File: config.mk
export PLATFORM = sky130hd
export DESIGN_NAME = lbp_top
export DESIGN_NICKNAME = d
export VERILOG_FILES = /design/src/logic/lbp_cfg_pkg.sv /design/src/logic/lbp_types_pkg.sv /design/src/logic/lbp_table.sv /design/src/logic/lbp_history.sv /design/src/logic/lbp_counter_update.sv /design/src/logic/lbp_top.sv
export SDC_FILE = /design/constraint.sdc
export NUM_CORES = 1
export LEC_CHECK = 0
export BUFFER_PORTS_ARGS = -buffer_cell sky130_fd_sc_hd__buf_2
export CAP_MARGIN = 40
export CORE_ASPECT_RATIO = 1.1
export CORE_MARGIN = 3
export CORE_UTILIZATION = 53
export DETAILED_ROUTE_END_ITERATION = 8
export MAX_ROUTING_LAYER = met4
export PLACE_DENSITY = 0.66
export SLEW_MARGIN = 20
export SYNTH_ARGS = -nofsm -noshare
export SYNTH_HDL_FRONTEND = slang
export SYNTH_SLANG_ARGS = --single-unit
export TNS_END_PERCENT = 30
File: constraint.sdc
create_clock -name clk_i -period 6.9 [get_ports clk_i]
set_input_delay 0.69 -clock clk_i [delete_from_list [all_inputs] [get_ports clk_i]]
set_output_delay 0.69 -clock clk_i [all_outputs]
set_load 0.02 [all_outputs]
File: src/logic/lbp_cfg_pkg.sv
`default_nettype none

package lbp_cfg_pkg;

  // ------------------------------------------------------------
  // Predictor geometry defaults
  // ------------------------------------------------------------

  // Width of the virtual fetch address
  localparam int unsigned VaddrWidth = 32;

  // Entries in the local history table
  localparam int unsigned LhrEntries = 64;

  // Local history length, also the pattern table index width
  localparam int unsigned HistBits = 6;

  // Bit 0 of a PC is always zero with compressed instructions
  localparam int unsigned PcOffset = 1;

endpackage : lbp_cfg_pkg

`default_nettype wire

File: src/logic/lbp_types_pkg.sv
`default_nettype none

package lbp_types_pkg;

  // ------------------------------------------------------------
  // Saturating counter
  // ------------------------------------------------------------

  localparam int unsigned CtrBits = 2;

  typedef logic [CtrBits-1:0] ctr_t;

  // Strongly taken
  localparam ctr_t CtrMax = ctr_t'((1 << CtrBits) - 1);

  // Weakly taken, only the top bit set
  localparam ctr_t CtrWeakTaken = ctr_t'(1 << (CtrBits - 1));

  // ------------------------------------------------------------
  // Pattern table entry
  // ------------------------------------------------------------

  typedef struct packed {
    logic valid;
    ctr_t ctr;
  } pattern_entry_t;

  // Loaded into every pattern entry on a flush
  localparam pattern_entry_t PatternFlushVal = '{valid: 1'b0, ctr: CtrWeakTaken};

endpackage : lbp_types_pkg

`default_nettype wire

File: src/logic/lbp_table.sv
`default_nettype none

module lbp_table #(
  parameter int unsigned Depth    = 64,
  parameter type         entry_t  = logic,
  parameter entry_t      FlushVal = entry_t'('0)
) (
  input  wire logic                     clk_i,
  input  wire logic                     rst_ni,
  input  wire logic                     flush_i,
  // Combinational read ports
  input  wire logic [$clog2(Depth)-1:0] rd0_addr_i,
  output entry_t                        rd0_data_o,
  input  wire logic [$clog2(Depth)-1:0] rd1_addr_i,
  output entry_t                        rd1_data_o,
  // Write port, lands at the rising edge
  input  wire logic                     we_i,
  input  wire logic [$clog2(Depth)-1:0] wr_addr_i,
  input  entry_t                        wr_data_i
);

  entry_t mem_q [Depth];

  // ------------------------------------------------------------
  // Read ports
  // ------------------------------------------------------------

  assign rd0_data_o = mem_q[rd0_addr_i];
  assign rd1_data_o = mem_q[rd1_addr_i];

  // ------------------------------------------------------------
  // Storage
  // ------------------------------------------------------------

  always_ff @(posedge clk_i or negedge rst_ni) begin
    if (!rst_ni) begin
      for (int unsigned i = 0; i < Depth; i++) begin
        mem_q[i] <= entry_t'('0);
      end
    end else if (flush_i) begin
      // Flush wins over a write in the same cycle
      for (int unsigned i = 0; i < Depth; i++) begin
        mem_q[i] <= FlushVal;
      end
    end else if (we_i) begin
      mem_q[wr_addr_i] <= wr_data_i;
    end
  end

endmodule : lbp_table

`default_nettype wire

File: src/logic/lbp_history.sv
`default_nettype none

module lbp_history #(
  parameter int unsigned VaddrWidth = lbp_cfg_pkg::VaddrWidth,
  parameter int unsigned LhrEntries = lbp_cfg_pkg::LhrEntries,
  parameter int unsigned HistBits   = lbp_cfg_pkg::HistBits
) (
  input  wire logic                  clk_i,
  input  wire logic                  rst_ni,
  input  wire logic                  flush_i,
  input  wire logic                  debug_mode_i,
  // Fetch side
  input  wire logic [VaddrWidth-1:0] vpc_i,
  output logic      [HistBits-1:0]   fetch_hist_o,
  // Resolved branch update
  input  wire logic                  upd_valid_i,
  input  wire logic [VaddrWidth-1:0] upd_pc_i,
  input  wire logic                  upd_taken_i,
  output logic      [HistBits-1:0]   upd_hist_o,
  output logic                       upd_en_o
);

  import lbp_cfg_pkg::*;

  localparam int unsigned LhrIdxBits = $clog2(LhrEntries);

  typedef logic [HistBits-1:0] hist_t;

  logic [LhrIdxBits-1:0] fetch_idx;
  logic [LhrIdxBits-1:0] upd_idx;
  hist_t                 fetch_hist;
  hist_t                 upd_hist;
  hist_t                 upd_hist_next;

  // ------------------------------------------------------------
  // Index forming
  // ------------------------------------------------------------

  // Skip the low PC bits that never vary
  assign fetch_idx = vpc_i[PcOffset +: LhrIdxBits];
  assign upd_idx   = upd_pc_i[PcOffset +: LhrIdxBits];

  // ------------------------------------------------------------
  // Update gating and history shift
  // ------------------------------------------------------------

  // No training while the core is halted in debug mode
  assign upd_en_o = upd_valid_i & ~debug_mode_i;

  // Newest outcome enters at bit 0
  assign upd_hist_next = {upd_hist[HistBits-2:0], upd_taken_i};

  lbp_table #(
    .Depth    (LhrEntries),
    .entry_t  (hist_t),
    .FlushVal (hist_t'('0))
  ) u_lhr (
    .clk_i      (clk_i),
    .rst_ni     (rst_ni),
    .flush_i    (flush_i),
    .rd0_addr_i (fetch_idx),
    .rd0_data_o (fetch_hist),
    .rd1_addr_i (upd_idx),
    .rd1_data_o (upd_hist),
    .we_i       (upd_en_o),
    .wr_addr_i  (upd_idx),
    .wr_data_i  (upd_hist_next)
  );

  assign fetch_hist_o = fetch_hist;
  assign upd_hist_o   = upd_hist;

endmodule : lbp_history

`default_nettype wire

File: src/logic/lbp_counter_update.sv
`default_nettype none

module lbp_counter_update (
  // Pattern entry selected by the fetch history
  input  lbp_types_pkg::pattern_entry_t fetch_entry_i,
  output logic                          pred_valid_o,
  output logic                          pred_taken_o,
  // Pattern entry selected by the update history
  input  lbp_types_pkg::pattern_entry_t upd_entry_i,
  input  wire logic                     upd_en_i,
  input  wire logic                     upd_taken_i,
  // Pattern table write port
  output logic                          we_o,
  output lbp_types_pkg::pattern_entry_t wr_data_o
);

  import lbp_types_pkg::*;

  ctr_t ctr_cur;
  ctr_t ctr_next;

  // ------------------------------------------------------------
  // Prediction decode
  // ------------------------------------------------------------

  assign pred_valid_o = fetch_entry_i.valid;
  // Upper half of the counter range means taken
  assign pred_taken_o = fetch_entry_i.ctr[CtrBits-1];

  // ------------------------------------------------------------
  // Saturating counter update
  // ------------------------------------------------------------

  assign ctr_cur = upd_entry_i.ctr;

  always_comb begin
    ctr_next = ctr_cur;
    if (upd_taken_i) begin
      if (ctr_cur != CtrMax) begin
        ctr_next = ctr_cur + ctr_t'(1);
      end
    end else begin
      // Hold at zero on not taken
      if (ctr_cur != ctr_t'(0)) begin
        ctr_next = ctr_cur - ctr_t'(1);
      end
    end
  end

  // Any trained entry becomes valid
  assign we_o            = upd_en_i;
  assign wr_data_o.valid = 1'b1;
  assign wr_data_o.ctr   = ctr_next;

endmodule : lbp_counter_update

`default_nettype wire

File: src/logic/lbp_top.sv
`default_nettype none

module lbp_top #(
  parameter int unsigned VaddrWidth = lbp_cfg_pkg::VaddrWidth,
  parameter int unsigned LhrEntries = lbp_cfg_pkg::LhrEntries,
  parameter int unsigned HistBits   = lbp_cfg_pkg::HistBits
) (
  input  wire logic                  clk_i,
  input  wire logic                  rst_ni,
  input  wire logic                  flush_i,
  input  wire logic                  debug_mode_i,
  // Fetch address and its prediction
  input  wire logic [VaddrWidth-1:0] vpc_i,
  output logic                       pred_valid_o,
  output logic                       pred_taken_o,
  // Resolved branch, one-cycle strobe
  input  wire logic                  upd_valid_i,
  input  wire logic [VaddrWidth-1:0] upd_pc_i,
  input  wire logic                  upd_taken_i
);

  import lbp_types_pkg::*;

  // One pattern entry per history value
  localparam int unsigned PatternDepth = 1 << HistBits;

  logic [HistBits-1:0] fetch_hist;
  logic [HistBits-1:0] upd_hist;
  logic                upd_en;
  logic                pattern_we;
  pattern_entry_t      fetch_entry;
  pattern_entry_t      upd_entry;
  pattern_entry_t      pattern_wdata;

  // ------------------------------------------------------------
  // Level one, local history
  // ------------------------------------------------------------

  lbp_history #(
    .VaddrWidth (VaddrWidth),
    .LhrEntries (LhrEntries),
    .HistBits   (HistBits)
  ) u_history (
    .clk_i        (clk_i),
    .rst_ni       (rst_ni),
    .flush_i      (flush_i),
    .debug_mode_i (debug_mode_i),
    .vpc_i        (vpc_i),
    .fetch_hist_o (fetch_hist),
    .upd_valid_i  (upd_valid_i),
    .upd_pc_i     (upd_pc_i),
    .upd_taken_i  (upd_taken_i),
    .upd_hist_o   (upd_hist),
    .upd_en_o     (upd_en)
  );

  // ------------------------------------------------------------
  // Level two, pattern counters
  // ------------------------------------------------------------

  lbp_table #(
    .Depth    (PatternDepth),
    .entry_t  (pattern_entry_t),
    .FlushVal (PatternFlushVal)
  ) u_pattern (
    .clk_i      (clk_i),
    .rst_ni     (rst_ni),
    .flush_i    (flush_i),
    .rd0_addr_i (fetch_hist),
    .rd0_data_o (fetch_entry),
    .rd1_addr_i (upd_hist),
    .rd1_data_o (upd_entry),
    .we_i       (pattern_we),
    .wr_addr_i  (upd_hist),
    .wr_data_i  (pattern_wdata)
  );

  lbp_counter_update u_counter (
    .fetch_entry_i (fetch_entry),
    .pred_valid_o  (pred_valid_o),
    .pred_taken_o  (pred_taken_o),
    .upd_entry_i   (upd_entry),
    .upd_en_i      (upd_en),
    .upd_taken_i   (upd_taken_i),
    .we_o          (pattern_we),
    .wr_data_o     (pattern_wdata)
  );

endmodule : lbp_top

`default_nettype wire

==> results of run 1 <==
[cells in the mapped netlist, types with 7 or more instances]
library cell | number | area share [%]
o31ai_2 | 9 | 0.35
and2_1 | 10 | 0.19
nor3_1 | 7 | 0.11
nand2_1 | 262 | 3.1
o22ai_1 | 15 | 0.29
a221o_1 | 8 | 0.25
a211oi_1 | 263 | 6.1
nand2b_1 | 12 | 0.23
nor2_1 | 360 | 4.2
buf_6 | 10 | 0.35
clkbuf_1 | 173 | 2.0
nor3b_1 | 8 | 0.19
inv_1 | 62 | 0.72
a32oi_1 | 9 | 0.24
buf_1 | 31 | 0.36
and3b_1 | 15 | 0.41
mux4_2 | 197 | 14
mux2i_1 | 110 | 3.4
buf_4 | 19 | 0.44
nand3b_1 | 56 | 1.3
a31oi_1 | 16 | 0.31
nand3_1 | 24 | 0.37
buf_2 | 52 | 0.81
a22oi_1 | 33 | 0.77
o211ai_1 | 7 | 0.16
a221oi_1 | 16 | 0.44
dfrtp_1 | 576 | 45
mux2_2 | 34 | 1.2
o221ai_1 | 64 | 1.7
nor2b_1 | 10 | 0.19
o31ai_1 | 71 | 1.7
a21oi_1 | 277 | 4.3
or2_2 | 53 | 1.0
and3_1 | 9 | 0.17
o21ai_0 | 153 | 2.4
[area by class of cell]
class | count | area, µm² | share of cell area (%)
Timing Repair Buffer | 144 | 1330 | 3.760
Inverter | 63 | 236.5 | 0.6685
Tap cell | 768 | 960.9 | 2.716
Clock inverter | 14 | 135.1 | 0.3820
Clock buffer | 102 | 2003 | 5.663
Antenna cell | 5 | 12.51 | 0.03537
Sequential cell | 576 | 14410 | 40.75
Multi-Input combinational cell | 2165 | 16280 | 46.03
[power groups by stage]
stage               Combinational (µW)  Clock [µW]  Sequential, µW
floorplan                          531           0            3460
global placement                   833           0            3460
detailed placement                 852           0            3460
CTS                                853        3550            3400
global route                       921        3700            3400
finish                             877        3510            3400
[layer usage]
metal	global-route usage [%]	part of all wire [%]	routed length, µm
met5	-	0	0
met1	43.75	38	39730
met4	19.42	6.4	6751
met3	6.534	8.8	9331
met2	51.80	47	49700
[placed cells by master (no fill, tap or decap), drive strengths merged, types with 56 or more instances in the layout]
cell type / netlist / routed
nor2: 362 / 362
o221ai: 64 / 64
nand2: 262 / 262
buf: 113 / 144
a21oi: 278 / 278
o31ai: 80 / 80
dfrtp: 576 / 576
a211oi: 264 / 264
mux2i: 110 / 110
inv: 63 / 64
o21ai: 153 / 153
clkbuf: 173 / 102
nand3b: 56 / 56
mux4: 197 / 197
[logic make-up (layout without fill, tap and decap cells)]
kind of cell           count (synthesis)  in the layout  share of synthesized area [%]
DFF                                  576            576                          44.78
other                                  0              5                              0
and+or+nand+nor                      848            848                          12.03
buffers and inverters                349            323                          4.762
AOI/OAI and AO/OA                    975            975                          20.00
muxes                                342            342                          18.43
[through the flow]
step | setup slack (ns) | area (µm²) | hold WS [ns] | utilization (%) | instances
after floorplan | 1.192 | 32190 | 0.3944 | - | 3090
after global placement | 1.035 | 32880 | 0.4767 | 54.81 | 3690
after detailed placement | 0.9244 | 33030 | 0.4871 | 55.07 | 3700
after CTS | 1.123 | 35170 | 0.08370 | 58.63 | 3816
after global routing | 0.9245 | 35370 | 0.1040 | 58.97 | 3836
final | 1.088 | 35370 | 0.05245 | 58.97 | 3837
[worst paths after layout]
kind	from	endpoint	cells past startpoint
max	vpc_i[1]	pred_taken_o	13
min	rst_ni	u_pattern.mem_q[107]$_DFFE_PN0P_	1
max reg2reg	u_history.u_lhr.mem_q[260]$_DFFE_PN0P_	u_pattern.mem_q[169]$_DFFE_PN0P_	12
min reg2reg	u_pattern.mem_q[20]$_DFFE_PN0P_	u_pattern.mem_q[20]$_DFFE_PN0P_	2
max in group asynchronous	rst_ni	u_history.u_lhr.mem_q[146]$_DFFE_PN0P_	4
min in group clk_i	u_pattern.mem_q[20]$_DFFE_PN0P_	u_pattern.mem_q[20]$_DFFE_PN0P_	2
[registers in the layout (all words and copies together), names as in the netlist]
register	cells
u_history.u_lhr.mem_q	384
u_pattern.mem_q	192
[worst max-delay path, stage by stage]
cell,delay [ns]
buf_6,0.41
buf_4,0.43
mux4_2,0.61
mux4_2,0.51
mux4_2,0.76
buf_12,0.28
mux4_2,0.22
nor2b_1,0.13
a211oi_1,0.07
a211oi_1,0.44
a21oi_1,0.08
o21ai_0,0.21
buf_2,0.20
==> results by group, run 1 <==
Run status
  • Status: finished clean

CTS
  • TritonCTS Buffers: 66
  • # clock sinks: 576
  • H-tree depth: 3
  • Clock Tree Root: clkbuf_16
  • CTS tree: yes
  • # Post-CTS Setup Buffers: 0
  • Hold_buf cts: 0
  • Clock Latency Late Sink: roughly 0.62 ns
  • CTS max path bufs: 3
  • Clk slew on worst S/H paths: 0.06 ns
  • Quantity of gates resized following cts: 0

Die
  • Chip width: 241.0 µm
  • Starting Density: 53.66%
  • Site Rows: 94
  • Core Region: 59980 µm²
  • Die area: between 60000 and 70000 µm²
  • Die Ht: 264.5 µm
  • Ports: 72

Yosys
  • Main synth FF type: dfrtp_1
  • Seq/Total Area, Yosys: around 45%
  • Syn Nets: 3160
  • Post-synth EDFFs: 0
  • Syn. warnings: 0
  • Syn Std Cell Area: about 32000 µm²
  • Async SR Flop Fraction: 100.0%
  • FF+latch count, synth: 576
  • Unique masters post-synth: 68
  • Cells after Synth: 3090
  • Syn_area_per_cell: 10.42 µm²

GRT
  • Vias in the first global route: 26390
  • First-pass GRT wire length: 163000 µm
  • Global route total overflow: 0
  • Initial antenna violation count: 4
  • GRT Total Usage: between 30% and 40%
  • Largest net degree at the start of global routing: between 200 and 250

Drt
  • Post-route DRC: 0
  • Post-Route WL: roughly 110000 µm
  • Wire per inst: 27.50 µm
  • Number of DRC markers in iteration 0: ~3400
  • Post-route ant nets: 0
  • Detailed-route via count: 26820
  • Initial DRT Pass Iterations: 6
  • Via density per instance: 6.989

Critical path
  • Critical-path maximum fanout: 34
  • Crit path kind: in -> out
  • Worst Path Required: 6.21 ns
  • Worst setup SP type: input pin
  • Worst R2R Setup Slack: 1.83 ns
  • Crit path DAT: 5.12 ns
  • Worst Setup End Kind: output pin

STA
  • Crit path time final: 5.812 ns
  • Post-Route Skew: 0.03345 ns
  • Final hold vios: 0
  • Final worst-path cycle share: 84.23%
  • Max Freq: 172.1 MHz
  • Worst-Margin Slew: around 1.3 ns
  • Final Slew Violations: 0
  • RSZ-0062 raised after global routing: false
  • Setup TNS Final: 0 ns
  • Final setup fails: 0
  • Relative slew margins: 11.36%

Placed design
  • Gp weighted congestion: 0.9654
  • # port buffers: 19
  • Post-DP HPWL: 68750 µm

Finish
  • Layout area overhead: 9.892%
  • FILL cells: 4984
  • Final #Nets: 3086
  • Layout cells sized above 1: 18.15%

Pwr
  • P_int: 5693 µW
  • Clock network power share: 45.1%
  • Combinational share of power: a little under an eighth
  • Reg power frac: 43.7%
  • Peak VDD IR: 0.2306 mV
  • PnR Total Power: just under 8000 µW
  • Switching share of total power: 26.93%
  • PwrDens: around 220 nW/µm²
  • Leakage power: 0.01326 µW
  • Sw power: ~2100 µW

Worst hold path
  • Min-Delay Path Class: in -> async

Job
  • Max cap viols: 0
Power figures use the tool's default switching activity.
==> inputs of run 2 (changes only) <==
==> constraint.sdc (replaced) <==
create_clock -name clk_i -period 5.8 [get_ports clk_i]
set_input_delay 0.58 -clock clk_i [delete_from_list [all_inputs] [get_ports clk_i]]
set_output_delay 0.58 -clock clk_i [all_outputs]
set_load 0.02 [all_outputs]
==> run 2 against run 1 <==
Net effect:
- utilization rose by 0.68 points
- largest cell class unchanged
- critical endpoint is now pred_valid_o
- via count barely moved
- non-clock buffer count rose by 67
- global-route usage rose by 0.21 points
- wire length rose by 0.30%
- cell count rose by 1.6%
- total power rose by 18%
- combinational power rose by 25%
==> results by group, run 2 (synthesized netlist as in run 1, its figures left out) <==
CTS
  • # clock sinks: 576
  • H-tree depth: 2
  • Clock Latency Late Sink: 0.65 ns
  • CTS tree: yes
  • # Post-CTS Setup Buffers: 0
  • Hold_buf cts: 0
  • Quantity of gates resized following cts: 0
  • CTS max path bufs: 3
  • Clk slew on worst S/H paths: 0.06 ns
  • TritonCTS Buffers: 61
  • Clock Tree Root: clkbuf_16

Pwr
  • PwrDens: around 260 nW/µm²
  • Leakage power: ~0.014 µW
  • Peak VDD IR: 0.2447 mV
  • PnR Total Power: 9175 µW

STA
  • Final setup fails: 0
  • RSZ-0062 raised after global routing: false
  • Final hold vios: 0
  • Crit path time final: 5.251 ns
  • Setup ws final: 0.5495 ns
  • Worst-Margin Slew: 1.460 ns
  • Final worst-path cycle share: 90.53%
  • Final Slew Violations: 0
  • Post-Route Skew: 0.03500 ns
  • Setup TNS Final: 0 ns
  • Relative slew margins: 2.664%
  • Max Freq: 190.5 MHz

GRT
  • First-pass GRT wire length: 164600 µm
  • Initial antenna violation count: 4
  • Global route total overflow: 0
  • Vias in the first global route: approximately 27000
  • Largest net degree at the start of global routing: 247
  • GRT Total Usage: 34.54%

Finish
  • Largest Register: u_history.u_lhr.mem_q
  • Final #Nets: ~3100
  • Most common cell after layout, fill and taps aside: dfrtp_1
  • Commonest cells after routing, fill and taps aside: dfrtp_1 (576), nor2_1 (359), a21oi_1 (277), a211oi_1 (263), nand2_1 (261)
  • Design area: between 30000 and 40000 µm²
  • Fin util: 59.65%
  • Max reg flops: 384
  • Layout area overhead: 11.16%
  • Layout cells sized above 1: 20.05%
  • Biggest regs: u_history.u_lhr.mem_q: 384 flops, u_pattern.mem_q: 192 flops

Drt
  • Initial DRT Pass Iterations: 6
  • Wire per inst: 27.14 µm
  • Via density per instance: 6.875
  • Detailed-route via count: roughly 27000
  • Number of DRC markers in iteration 0: around 3200
  • Post-route DRC: 0
  • Post-Route WL: 105800 µm
  • Post-route ant nets: 0

Placed design
  • Post-DP HPWL: 71160 µm
  • DP Area: around 34000 µm²
  • Gp weighted congestion: roughly 0.97
  • # port buffers: 19
  • Pre-CTS setup slack: approximately 0.19 ns

Die
  • Core Region: about 60000 µm²
  • Die area: 63730 µm²
  • Ports: 72
  • Chip width: 241.0 µm
  • Starting Density: 53.66%
  • Site Rows: 94
  • Die Ht: between 200 and 300 µm

Worst hold path
  • Min-Delay Path Class: in -> async

Critical path
  • Worst path cell trace: buf_4, buf_4, mux4_2, mux4_2, mux4_2, buf_4, mux4_2, nand2_1, o21ai_0, o211ai_1, o21ai_0, nand2_1, o21ai_0, buf_2
  • Buf+Inv Stages, Crit Path: 4
  • Worst setup SP type: input pin
  • CP dominant cell by count: mux4_2
  • Slowest cell delay on critical path: 0.53 ns
  • Crit-path leading delay family: multiplexers
  • Slowest stage cell, crit path: mux4_2
  • Crit path kind: in -> out
  • Worst Setup End Kind: output pin
  • Crit path DAT: 4.67 ns
  • Worst Path Required: roughly 5.2 ns
  • Critical-path maximum fanout: 38

Job
  • Max cap viols: 0

Run status
  • Status: finished clean
-- run 2: per-layer routing --
| layer | part of all wire (%) | GRT usage (%) | vias to the layer above |
|---|---|---|---|
| li1 | - | - | 11570 |
| met1 | 38 | 43.63 | 13470 |
| met2 | 47 | 52.13 | 1375 |
| met3 | 8.0 | 6.441 | 384 |
| met4 | 7.1 | 20.58 | 0 |
| met5 | 0 | - | - |
-- run 2: power breakdown --
part	leakage (µW)	internal, µW	switching (µW)	total, µW
logic	0.00483	318	780	1100
clock network	0.00100	2330	1690	4030
registers	0.00771	4040	12.6	4050
total	0.0135	6690	2490	9170
-- run 2: final timing paths --
path | start | endpoint | slack, ns | depth (start not counted)
min in group clk_i | flush_i | u_pattern.mem_q[113]$_DFFE_PN0P_ | 0.48 | 2
worst max register to register | u_history.u_lhr.mem_q[254]$_DFFE_PN0P_ | u_pattern.mem_q[108]$_DFFE_PN0P_ | 1.00 | 15
worst min register to register | u_pattern.mem_q[50]$_DFFE_PN0P_ | u_pattern.mem_q[50]$_DFFE_PN0P_ | 0.50 | 2
worst max-delay path | vpc_i[2] | pred_valid_o | 0.55 | 14
max in group asynchronous | rst_ni | u_history.u_lhr.mem_q[117]$_DFFE_PN0P_ | 4.46 | 3
worst min-delay path | rst_ni | u_pattern.mem_q[78]$_DFFE_PN0P_ | 0.03 | 1
-- run 2: final cells by class --
type                    instances  area [µm²]
fillers                      4979       24200
well taps                     768       960.9
flip-flops and latches        576       14410
clock inverters                22       234.0
inverters                      63       236.5
repair buffers                211        1831
diodes                          4       10.01
multi-input cells            2165       16280
clock buffers                  90        1815
-- run 2: per-stage QoR --
| stage | hold WS (ns) | std cells |
|---|---|---|
| global route | 0.06866 | 3899 |
| global placement | 0.4808 | 3769 |
| finish | 0.02799 | 3899 |
| CTS | 0.02874 | 3886 |
| detailed placement | 0.4856 | 3774 |
| floorplan | 0.2844 | 3090 |
